<file path="src/hdl/core_pkg.sv">
package core_pkg;

    typedef logic [31:0] word_t;
    typedef logic [3:0]  reg_idx_t;

    typedef enum logic [3:0] {
        nop    = 4'd0,
        add    = 4'd1,
        sub    = 4'd2,
        and_op = 4'd3,
        or_op  = 4'd4,
        xor_op = 4'd5,
        addi   = 4'd6,
        lui    = 4'd7,
        beq    = 4'd8,
        bne    = 4'd9,
        halt   = 4'd10
    } op_e;

    // one instruction word, msb first
    typedef struct packed {
        logic [3:0]  opcode;
        reg_idx_t    rd;
        reg_idx_t    rj;
        reg_idx_t    rk;
        logic [15:0] imm;
    } instr_t;

    typedef struct packed {
        logic     valid;
        op_e      op;
        reg_idx_t rd;
        logic     we;
        word_t    operand_j;
        word_t    operand_k;
        word_t    imm;
        word_t    pc;
    } uop_t;

    typedef struct packed {
        logic     valid;
        logic     halt;
        logic     we;
        reg_idx_t rd;
        word_t    data;
        word_t    pc;
    } result_t;

    typedef struct packed {
        logic     valid;
        word_t    pc;
        logic     we;
        reg_idx_t rd;
        word_t    data;
    } retire_t;

    typedef struct packed {
        logic  en;
        word_t addr;
        word_t data;
    } imem_wr_t;

    // apb byte addresses
    localparam word_t ctrl_addr    = 32'h0000_0000;
    localparam word_t retired_addr = 32'h0000_0004;
    localparam word_t imem_base    = 32'h0000_0400;
    localparam word_t reg_base     = 32'h0000_0800;

    localparam int reg_count          = 16;
    localparam int imem_depth_default = 256;

endpackage

</file>
<file path="src/hdl/apb_host_port.sv">
`timescale 1ns/10ps

module apb_host_port #(
    parameter int imem_depth = core_pkg::imem_depth_default
) (
    input  logic                 aclk,
    input  logic                 aresetn,
    input  logic                 psel,
    input  logic                 penable,
    input  logic                 pwrite,
    input  core_pkg::word_t      paddr,
    input  core_pkg::word_t      pwdata,
    output core_pkg::word_t      prdata,
    output logic                 pready,
    output logic                 pslverr,
    input  logic                 halt_retired,
    input  logic                 retire_valid,
    output logic                 run,
    output logic                 start,
    output core_pkg::imem_wr_t   imem_wr,
    output core_pkg::reg_idx_t   host_raddr,
    input  core_pkg::word_t      host_rdata
);
    import core_pkg::*;

    logic  access;
    logic  wr;
    logic  in_ctrl;
    logic  in_retired;
    logic  in_imem;
    logic  in_reg;
    word_t imem_off;
    word_t reg_off;
    logic  halted;
    word_t retired;

    assign access     = psel & penable;
    assign wr         = access & pwrite;
    assign imem_off   = paddr - imem_base;
    assign reg_off    = paddr - reg_base;
    assign in_ctrl    = (paddr == ctrl_addr);
    assign in_retired = (paddr == retired_addr);
    assign in_imem    = (paddr >= imem_base) && (imem_off < word_t'(imem_depth * 4));
    assign in_reg     = (paddr >= reg_base) && (reg_off < word_t'(reg_count * 4));

    // no wait states
    assign pready  = 1'b1;
    assign pslverr = access & ((pwrite & in_imem & run)
                             | (pwrite & (in_retired | in_reg))
                             | ~(in_ctrl | in_retired | in_imem | in_reg));

    assign start = wr & in_ctrl & pwdata[0];

    assign imem_wr.en   = wr & in_imem & ~run;
    assign imem_wr.addr = {2'b00, imem_off[31:2]};
    assign imem_wr.data = pwdata;

    assign host_raddr = reg_off[5:2];

    always_comb begin
        prdata = '0;
        if (in_ctrl) begin
            prdata = {30'd0, halted, run};
        end else if (in_retired) begin
            prdata = retired;
        end else if (in_reg) begin
            prdata = host_rdata;
        end
    end

    always_ff @(posedge aclk) begin
        if (!aresetn) begin
            run     <= 1'b0;
            halted  <= 1'b0;
            retired <= '0;
        end else if (start) begin
            run     <= 1'b1;
            halted  <= 1'b0;
            retired <= '0;
        end else begin
            if (halt_retired) begin
                run    <= 1'b0;
                halted <= 1'b1;
            end
            if (retire_valid) begin
                retired <= retired + 32'd1;
            end
        end
    end

endmodule

</file>
<file path="config.mk">
export PLATFORM = sky130hd
export DESIGN_NAME = apb_host_port
export DESIGN_NICKNAME = d
export VERILOG_FILES = /design/src/hdl/core_pkg.sv /design/src/hdl/apb_host_port.sv
export SDC_FILE = /design/constraint.sdc
export NUM_CORES = 1
export LEC_CHECK = 0
export BUFFER_PORTS_ARGS = -buffer_cell sky130_fd_sc_hd__buf_4
export CORE_MARGIN = 5
export CORE_UTILIZATION = 40
export CTS_CLUSTER_SIZE = 40
export DETAILED_ROUTE_END_ITERATION = 8
export PLACE_DENSITY = 0.77
export SLEW_MARGIN = 20
export SYNTH_ARGS = -nofsm -noshare
export SYNTH_HDL_FRONTEND = slang
export SYNTH_SLANG_ARGS = --single-unit
</file>
<file path="constraint.sdc">
create_clock -name aclk -period 2.27 [get_ports aclk]
set_input_delay 0.1135 -clock aclk [delete_from_list [all_inputs] [get_ports aclk]]
set_output_delay 0.1135 -clock aclk [all_outputs]
set_load 0.01 [all_outputs]
</file>
-- Yosys cells after proc, flatten, opt, wreduce, memory -nomap -nowiden
Index checks and enable logic that the tools add are counted.
- output and inout bits: 105
- bits in registers: 34
- word-level logic and storage cells: 40
- add/sub/neg operators: 3
- equal/unequal tests: 1
- bitwise gates (word level): 19
- reduce and logical (&&, ||, !) cells: 5
- order comparisons: 4
- muxes and demuxes: 5
- operators by type and width (operator ; number):
    32-bit two-way mux ; 3
    32-bit by 1-bit adder with 32-bit output (second input constant) ; 1
    32-bit by 3-bit == test with 1-bit output (second input constant) ; 1
    32-bit by 11-bit >= comparator with 1-bit output (second input constant) ; 1
    32-bit by 12-bit >= comparator with 1-bit output (second input constant) ; 1
    32-bit zero test ; 1
    32-bit by 11-bit < comparator with 1-bit output (second input constant) ; 1
    32-bit by 7-bit < comparator with 1-bit output (second input constant) ; 1
    32-bit by 11-bit subtractor with 32-bit output (second input constant) ; 1
    32-bit by 12-bit subtractor with 32-bit output (second input constant) ; 1
    1-bit AND ; 10
    1-bit OR ; 6
    1-bit NOT ; 3
    1-bit logical AND ; 2
    1-bit two-way mux ; 2
    2-bit nonzero test ; 1
    2-bit OR reduction ; 1

-- Logic depth before layout (Yosys ltp)
Gate-level depths: netlist of the first run.
- depth in word-level cells: 8
- mapped depth: 12
- depth with buffers taken out: 9

-- Worst setup path before layout of the first run
No wires, ideal clock.
- kind: input to output
- from: input port paddr[10]
- to: output port prdata[10]
- data arrival time: 2.436 ns
- required time: 2.156 ns
- setup slack: -0.279 ns
- path buffers: 3
- cell stages on the path: 12
- path through: inv_1 ha_1 or3b_1 nand2b_1 clkbuf_1 nor4_2 and2_1 clkbuf_1 a31oi_1 or2_4 buf_6 a21oi_2
- cells in the longest elaborated chain, start to end: 6
- elaborated cells between the ends (all ways): 9
- classes of those cells: 1 x add/sub; 2 x order compare; 1 x eq/ne; 3 x mux; 2 x reduce/logical
- ends and longest elaborated chain (item ; RTL line ; text):
    start, declared ; apb_host_port.sv:11 ; input core_pkg::word_t paddr,
    32-bit by 12-bit subtractor with 32-bit output ; apb_host_port.sv:40 ; assign reg_off = paddr - reg_base;
    32-bit by 7-bit < comparator with 1-bit output ; apb_host_port.sv:44 ; assign in_reg = (paddr >= reg_base) && (reg_off < word_t'(reg_count * 4));
    1-bit logical AND ; apb_host_port.sv:44 ;
    32-bit two-way mux ; apb_host_port.sv:66 ; end else if (in_reg) begin
    32-bit two-way mux ; apb_host_port.sv:64 ; end else if (in_retired) begin
    32-bit two-way mux * ; apb_host_port.sv:62 ; if (in_ctrl) begin
    end, declared ; apb_host_port.sv:13 ; output core_pkg::word_t prdata,
Mark *: on every way between the ends. The rest lies on a longest branch, timed or not.

-- Worst setup path in the final report of the first run
- from: input port paddr[23]
- to: output port prdata[14]
The elaborated chain is that of the path after synthesis.

==> metrics.yaml, run 1 <==
maxClockFrequency_ghz: 0.373
route.antenna.remaining_nets: 0
worst-endpoint-required_ns: 2.16
synthMuxAreaShare: 0.0122
antenna_found_initial: 0
clock_tree_from_tritoncts: "yes"
crit_buf_inv: 3
power_per_cell_area_nw_per_um2: 283
total_die_area_um2: 10100
boundaryPins: 208
arrival_ns: 2.57
place.port_buffers: 142
slew-limit-headroom: 0.645
dpl_cell_area_um2: 4750
post_synth_xor_xnor_area: 0.131
global_placer_s_final_weighted_congestion: 0.922
hold-worst-slack_ns: 0.0467
synth_top_family_by_area: "simple AND/OR/NAND/NOR gates"
grt_first_pass_wirelength_um: 17400
grt_max_degree: 34
skew_ns: 0.00458
iteration_0_drc_count_of_the_detailed_router: 173
synth-main-ff-cell: "dfxtp_1"
max_stage_delay_ns: 0.52
drc: 0
place_ws_ns: -0.451
synthArstFlopShare: 0
p_leak_nw: 2.21
outcome: "finished with violations"
hp-class: "in -> reg"
die-width_um: 101
synth_enable_flop_cells: 0
synth_simple_gate_area_share: 0.341
cts-buffers-inserted: 5
area.growth.synth_to_final_pct: 58.3
yosys.area_share.adder: 0.0191
post_synth_instance_area_um2: 3280
fin_hold_viols: 0
dpl.hpwl_um: 8640
floorplan.die.height_um: 101
final_net_count: 703
irDropWorstVdd_mv: 0.197
cpMaxStageDelayCell: "or4_4"
grt.total_usage: 0.207
synth.yosys.seq_area_share: 0.207
synth_seq_cells: 34
synthesis.yosys.warnings: 0
final_util: 0.642
final_period_minus_worst_setup_slack_ns: 2.68
violations: "setup timing"
total_power_mw: 1.47
timing.critical_path.mode_cell: "buf_6"
cp_max_fo: 6
post_drt_wl_per_cell_um: 15.8
grt_overflow_total: 0
hold_start: "aresetn"
reg2reg_depth: 7
rsz0062_at_grt: "true"
layout_worst_path_cycle_share: 1.18
post-route-cell-area_um2: 5200
first_global_vias: 3645
worst_hold_path.endpoint: "run"
timing.final.ws_setup_ns: -0.414
cp_cell_sequence: "buf_6, or4_4, or3_4, o31a_1, a221oi_2, a31oi_2, or2_4, clkbuf_16, a21oi_4, buf_6"
fin_setup_tns_ns: -12.71
drv.max_cap_violation_count: 0
clkSinkCount: 34
syn-instance-count: 450
rows: 33
start_util: 0.406
cts_root_buffer: "clkbuf_8"
ys_top_cells_by_area: "dfxtp_1 (21%), buf_4 (11%), nand2_1 (9.5%), xor2_1 (9.1%), a21oi_2 (8.0%)"
via_count: 3670
via_per_inst: 5.24
setup_violations: 35
final_max_slew_viol_count: 0
fp.coreArea_um2: 8090
clk_latency_ns: 0.28
cts_htree_levels: 2
post_cts_hold_buffer_count: 0
post-synth-top-area-cell: "dfxtp_1"
layout_cells_sized_above_1: 0.465
drt_wl_total_um: 11100
critical_path.startpoint_type: "input port"
cts_buffer_depth: 2
worst_hold_stages: 2
synth-compound-area-share: 0.129
drt_pass1_iterations: 4
synth.distinct_cells: 49
worst_setup_path_end_kind: "output port"
netlist.area_leader.share: 0.207
timing.reg2reg.setup_slack_ns: 0.25
timing.setup.critical_path_class: "in -> out"
register_clock_pin_slew_on_the_reported_worst_setup_and_hold_paths_ns: 0.07
crit_family: "simple AND/OR/NAND/NOR gates"
worstReg2RegStart: "retired[9]"
syn_avg_cell_area_um2: 7.30
critical_path.reg2reg.endpoint: "retired[27]"
layoutNonFillerInstCount: 701
antenna_cells: 0
worst-slew-pin-transition_ns: 0.528
placedCellCount: 686
## flip-flops by register name, summed over array words and instances (netlist names)
signal,cells
halted,1
retired,32
run,1
## cells in the final DEF (no fill, tap or decap), drive strengths merged, types with 4 or more instances in the layout
cell type  Yosys  final
nand3         17     17
nor4          18     18
dfxtp         34     34
ha             5      5
or4            5      5
and3           9      9
a21oi         36     36
nor3           8      8
nand2         83     83
o31ai          5      5
clkbuf        15      9
xor2          34     34
inv            7      6
nor2          48     48
buf           56    206
nand4          9      9
xnor2         15     15
mux2i          4      4
## worst max-delay path by stage
stage                         start         end  cells past startpoint
after global routing      paddr[23]  prdata[24]                     10
after floorplan           paddr[21]  prdata[10]                     10
final                     paddr[23]  prdata[14]                     10
after global placement    paddr[23]  prdata[29]                     10
after CTS                 paddr[23]  prdata[21]                     10
after detailed placement  paddr[23]   prdata[3]                     10
## power breakdown
part	internal, mW	switching, mW	leakage, nW
clock network	0.245	0.219	0.0482
logic	0.217	0.185	1.89
registers	0.601	0.00495	0.274
## worst register-to-register path, cell delays in order, from the launching register on
cell	delay, ns
dfxtp_1	0.43
nand3_1	0.21
nor4_1	0.40
nand3_1	0.19
nor2_1	0.29
nand3_1	0.15
xor2_1	0.17
nor2_1	0.06
## kinds of logic after synthesis
| family | Yosys count |
|---|---|
| AND/OR/NAND/NOR | 225 |
| adder cells (fa/ha/maj) | 5 |
| other | 2 |
| buffers and inverters | 78 |
| multiplexers | 4 |
| XOR/XNOR | 49 |
| flip-flops | 34 |
| AO/OA/AOI/OAI | 53 |
## synthesized netlist by cell type (all sizes together), types with 7 or more instances
cell and instances:
a21oi 36, and3 9, buf 56, clkbuf 15, dfxtp 34, inv 7
nand2 83, nand3 17, nand4 9, nor2 48, nor3 8, nor4 18
xnor2 15, xor2 34
## layer usage
metal / track usage / vias to the layer above / share of wire
li1: - / 1769 / -
met1: 0.245 / 1742 / 0.39
met2: 0.376 / 129 / 0.53
met3: 0.0471 / 30 / 0.067
met4: 0.0466 / 0 / 0.013
met5: 0 / - / 0
## cell type report
class | instances | area (µm²)
fill | 662 | 2890
multi-input combinational | 339 | 2480
timing repair buffer | 208 | 1790
sequential | 34 | 681
tap | 105 | 131
clock buffer | 7 | 86.3
inverter | 7 | 30.0
clock inverter | 1 | 5.00
## timing repair
action | CTS | global route
setup endpoints to repair | 34 | 59
pin swaps | 6 | 13
gates cloned | 0 | 2
resized for setup | 41 | 18
buffers inserted | 3 | 3
Power figures use the tool's default switching activity.
==> inputs of run 2 (changes only) <==
- BUFFER_PORTS_ARGS: -buffer_cell sky130_fd_sc_hd__buf_4 -> -buffer_cell sky130_fd_sc_hd__buf_2
==> metrics.yaml, run 2 (synthesis gave the netlist of run 1 again) <==
global_placer_s_final_weighted_congestion: 0.934  # +1.3%
seq_power_share: 0.398  # -0.014
outcome: "finished with violations"
grt.total_usage: 0.197  # -0.00991
reg2reg_depth: 8  # +1
worstReg2RegStart: "retired[1]"
cts_root_buffer: "clkbuf_8"
p_int_mw: 1.13  # +5.9%
clk_latency_ns: 0.28  # about the same
grt_max_degree: 34  # unchanged
via_per_inst: 5.10  # -2.6%
cts-buffers-inserted: 5  # unchanged
dpl_cell_area_um2: 4450  # -6.3%
maxClockFrequency_ghz: 0.373  # +0.11%
power.share.switching: 0.260  # -0.0177
clkSinkCount: 34  # unchanged
first_global_vias: 3526  # -3.3%
arrival_ns: 2.57  # about the same
critical_path.startpoint_type: "input port"
hp-class: "in -> reg"
p_switching_mw: 0.396  # -3.2%
register_clock_pin_slew_on_the_reported_worst_setup_and_hold_paths_ns: 0.06  # about the same
rows: 33  # unchanged
place.port_buffers: 142  # unchanged
total_power_mw: 1.52  # +3.4%
placedCellCount: 695  # +1.3%
worst-endpoint-required_ns: 2.16  # about the same
critical_path.reg2reg.endpoint: "retired[28]"
final_max_slew_viol_count: 0  # unchanged
largest_reg_flops: 32  # unchanged
timing.setup.critical_path_class: "in -> out"
violations: "setup timing"
worst_setup_path_end_kind: "output port"
layout_cells_sized_above_1: 0.469  # +0.00466
layoutNonFillerInstCount: 711  # +1.4%
area.growth.synth_to_final_pct: 51.0
fp.coreArea_um2: 8090  # unchanged
iteration_0_drc_count_of_the_detailed_router: 136  # -21%
setup_violations: 34  # -2.9%
power_frac_clock: 0.366  # +0.051
drt_pass1_iterations: 4  # unchanged
p_leak_nw: 2.16  # -2.3%
die-width_um: 101  # unchanged
drc: 0  # unchanged
post_cts_hold_buffer_count: 0  # unchanged
worst-slew-pin-transition_ns: 0.527  # -0.000540 ns
layout_worst_path_cycle_share: 1.18  # -0.00129
power_per_cell_area_nw_per_um2: 307  # +8.4%
floorplan.die.height_um: 101  # unchanged
layout_commonest_cell: "buf_2"
route.antenna.remaining_nets: 0  # unchanged
slew-limit-headroom: 0.648  # +0.00284
timing.final.ws_setup_ns: -0.411  # +0.00292 ns
post-route-cell-area_um2: 4960  # -4.6%
final_period_minus_worst_setup_slack_ns: 2.68  # -0.00292 ns
layout_top_registers: "retired (32), halted (1), run (1)"
combPwrFrac: 0.236  # -0.038
cts_buffer_depth: 2  # unchanged
total_die_area_um2: 10100  # unchanged
start_util: 0.406  # unchanged
fin_hold_viols: 0  # unchanged
timing.reg2reg.setup_slack_ns: 0.18  # -0.07 ns
cts_htree_levels: 2  # unchanged
last_element_of_the_critical_path: "prdata[11]"
grt_overflow_total: 0  # unchanged
most_frequent_cells_in_the_layout: "buf_2 (115), nand2_1 (82), buf_4 (69)"
boundaryPins: 208  # unchanged
grt_first_pass_wirelength_um: 16400  # -5.7%
drv.max_cap_violation_count: 0  # unchanged
drt_wl_total_um: 10700  # -3.8%
setup.worst_path.start: "paddr[23]"
registers.top_by_ff_count: "retired"
fin_setup_tns_ns: -12.23  # +0.483 ns
antenna_found_initial: 3  # +3
skew_ns: 0.00437  # -0.000210 ns
final_net_count: 713  # +1.4%
cp_max_fo: 10  # +4
clock_tree_from_tritoncts: "yes"
irDropWorstVdd_mv: 0.242  # +23%
rsz0062_at_grt: "true"
dpl.hpwl_um: 8350  # -3.4%
via_count: 3627  # -1.2%
post_drt_wl_per_cell_um: 15.0  # -5.2%
-- run 2: cell types whose count changed in the layout (fill, tap and decap cells not counted), sizes merged --
| cell | delta |
|---|---|
| buf | +12 |
| clkbuf | -3 |
| bufinv | +1 |
| clkinv | -1 |
| diode | +1 |
-- run 2: worst min path at each step --
stage                 startpoint           to  slack [ns]  depth (start not counted)
floorplan           halt_retired       halted        0.23                          2
global placement      pwdata[14]  imem_wr[14]        0.23                          0
detailed placement    pwdata[14]  imem_wr[14]        0.23                          0
CTS                      aresetn          run        0.06                          2
global route             aresetn          run        0.07                          2
finish                   aresetn          run        0.06                          2
-- run 2: critical path, stage by stage --
cell and delay (ns):
buf_6 0.10, or4_4 0.52, or3_4 0.41, o31a_1 0.26, a221oi_2 0.22, a31oi_1 0.15, or2_4 0.36, buf_12 0.19
a21oi_4 0.11, buf_2 0.14
-- run 2: layer usage --
metal	wire (µm)	GRT usage
met5	14	0
met4	205	0.0477
met3	683	0.0478
met2	5530	0.362
met1	4230	0.226
-- run 2: area by class of cell --
cell class	count	area [µm²]
fillers	716	3140
multi-input cells	339	2480
clock inverters	1	30.0
well taps	105	131
clock buffers	6	82.6
inverters	7	30.0
repair buffers	218	1520
flip-flops and latches	34	681
diodes	1	2.50
-- run 2: what timing repair did --
action	4_1_cts	5_1_grt
endpoints found under the hold margin	0	0
gates resized for setup	24	27
setup buffers	3	4
endpoints found under the setup margin	35	35
gates cloned	1	0
pin swaps	6	9
-- run 2: power groups by stage --
stage	Clock [mW]	Sequential [mW]	Combinational, mW
after global placement	0	0.620	0.327
after detailed placement	0	0.620	0.335
after floorplan	0	0.619	0.225
after CTS	0.565	0.606	0.342
after global routing	0.594	0.607	0.389
final	0.558	0.607	0.359
-- run 2: stage by stage --
| step | utilization | hold slack (ns) | setup slack (ns) |
|---|---|---|---|
| after floorplan | - | 0.229 | -0.215 |
| after global placement | 0.550 | 0.227 | -0.393 |
| after detailed placement | 0.550 | 0.227 | -0.448 |
| after CTS | 0.587 | 0.0558 | -0.380 |
| after global routing | 0.613 | 0.0718 | -0.460 |
| final | 0.613 | 0.0599 | -0.411 |
==> inputs of run 3 (changes only) <==
- CELL_PAD_IN_SITES_DETAIL_PLACEMENT: unset -> 1
- CELL_PAD_IN_SITES_GLOBAL_PLACEMENT: unset -> 1
- CORE_UTILIZATION: 40 -> 26
- PLACE_DENSITY: 0.77 -> 0.75
==> metrics.yaml, run 3 (synthesis gave the netlist of run 1 again) <==
outcome: "finished with violations"
violations: "setup timing"
cp_cell_sequence: "buf_6, or4_4, or3_4, o31a_1, a221oi_2, a31oi_1, or2_4, buf_12, a21oi_4, buf_6"
place_ws_ns: -0.506  # -0.0573 ns
via_count: 3736  # +3.0%
irDropWorstVdd_mv: 0.200  # -17%
start_util: 0.262  # -0.143
grt_max_degree: 34  # unchanged
rows: 41  # +24%
layout_commonest_cell: "buf_2"
timing.final.ws_setup_ns: -0.471  # -0.0600 ns
drt_wl_total_um: 12500  # +17%
p_leak_nw: 2.16  # +0.24%
clock_tree_from_tritoncts: "yes"
fp.coreArea_um2: 12500  # +55%
floorplan.die.height_um: 122  # +22%
power_per_cell_area_nw_per_um2: 319  # +3.7%
cts_root_buffer: "clkbuf_16"
final_util: 0.404  # -0.209
total_die_area_um2: 15000  # +48%
cts_htree_levels: 2  # unchanged
cts-buffers-inserted: 5  # unchanged
cp_max_fo: 10  # unchanged
place.port_buffers: 142  # unchanged
iteration_0_drc_count_of_the_detailed_router: 93  # -32%
rsz0062_at_grt: "true"
skew_ns: 0.00317  # -0.00120 ns
largest_reg_flops: 32  # unchanged
layout_cells_sized_above_1: 0.468  # -0.00176
dpl.hpwl_um: 10000  # +20%
registers.top_by_ff_count: "retired"
critical_path.startpoint_type: "input port"
register_clock_pin_slew_on_the_reported_worst_setup_and_hold_paths_ns: 0.05  # about the same
route.antenna.remaining_nets: 0  # unchanged
total_power_mw: 1.61  # +5.8%
setup_violations: 34  # unchanged
hp-class: "in -> reg"
maxClockFrequency_ghz: 0.365  # -2.2%
layout_worst_path_cycle_share: 1.21  # +0.0265
fin_hold_viols: 0  # unchanged
global_placer_s_final_weighted_congestion: 0.898  # -3.8%
die-width_um: 122  # +22%
grt.total_usage: 0.158  # -0.0390
drv.max_cap_violation_count: 0  # unchanged
drc: 0  # unchanged
timing.setup.critical_path_class: "in -> out"
crit_family: "simple AND/OR/NAND/NOR gates"
grt_first_pass_wirelength_um: 19200  # +17%
grt_overflow_total: 0  # unchanged
final.fill_count: 1591  # +120%
timing.critical_path.mode_cell: "buf_6"
via_per_inst: 4.81  # -5.6%
most_frequent_cells_in_the_layout: "buf_2 (116), nand2_1 (82), buf_4 (66)"
clkSinkCount: 34  # unchanged
slew-limit-headroom: 0.650  # +0.00218
final_max_slew_viol_count: 0  # unchanged
worst_setup_path_end_kind: "output port"
first_global_vias: 4036  # +14%
cts_buffer_depth: 2  # unchanged
antenna_found_initial: 3  # unchanged
area.growth.synth_to_final_pct: 54.0
clk_latency_ns: 0.27  # about the same
crit_buf_inv: 3  # unchanged
post_drt_wl_per_cell_um: 16.1  # +7.3%
max_stage_delay_ns: 0.53  # about the same
drt_pass1_iterations: 4  # unchanged
worst-slew-pin-transition_ns: 0.520  # -0.00693 ns
final_net_count: 711  # -0.28%
boundaryPins: 208  # unchanged
cpMaxStageDelayCell: "or4_4"
layout_top_registers: "retired (32), halted (1), run (1)"
arrival_ns: 2.63  # +0.06 ns
final_period_minus_worst_setup_slack_ns: 2.74  # +0.0600 ns
worst-endpoint-required_ns: 2.16  # about the same
## run 3: through the flow
step           area [µm²]  instances  TNS [ns]  hold WS (ns)
3_3_place_gp         4520        760    -20.63         0.227
5_1_grt              5060        776    -16.96        0.0783
2_1_floorplan        3620        451     -7.37         0.229
4_1_cts              4880        771    -13.56        0.0604
6_report             5060        776    -14.27        0.0725
3_5_place_dp         4520        760    -23.85         0.227
## run 3: power by group
part	internal (mW)	switching [mW]
registers	0.603	0.00518
clock network	0.395	0.236
logic	0.178	0.194
total	1.18	0.436
## run 3: final cells by class
| class | instances | area (µm²) | share of cell area |
|---|---|---|---|
| inverters | 7 | 30.0 | 0.00594 |
| well taps | 172 | 215 | 0.0426 |
| flip-flops and latches | 34 | 681 | 0.135 |
| repair buffers | 216 | 1500 | 0.296 |
| diodes | 1 | 2.50 | 0.000495 |
| clock buffers | 5 | 125 | 0.0247 |
| clock inverters | 2 | 10.0 | 0.00198 |
| multi-input cells | 339 | 2490 | 0.493 |
## run 3: worst min-delay path, delay by kind of cell
family,cells,cell delay (ns)
AND/OR/NAND/NOR,2,0.11
buffers and inverters,1,0.09
## run 3: path summary, 6_finish.rpt
kind / slack [ns] / end / cells past startpoint / start
setup / recovery: -0.47 / prdata[2] / 10 / paddr[23]
hold / removal: 0.07 / halted / 3 / halt_retired
setup reg to reg: 0.23 / retired[28] / 8 / retired[0]
hold reg to reg: 0.48 / halted / 2 / halted
## run 3: repair_timing
item / 4_1_cts / 5_1_grt
gates cloned: 0 / 1
endpoints found under the setup margin: 35 / 69
hold buffers: 0 / 0
pin swaps: 7 / 7
resized for setup: 32 / 20
setup buffers: 4 / 3
## run 3: layer usage
metal | track usage | share of wire | vias to the layer above
met1 | 0.167 | 0.37 | 1802
met3 | 0.0332 | 0.052 | 25
met4 | 0.0364 | 0.017 | 4
met2 | 0.315 | 0.55 | 112
li1 | - | - | 1793
met5 | 0 | 0.0014 | -
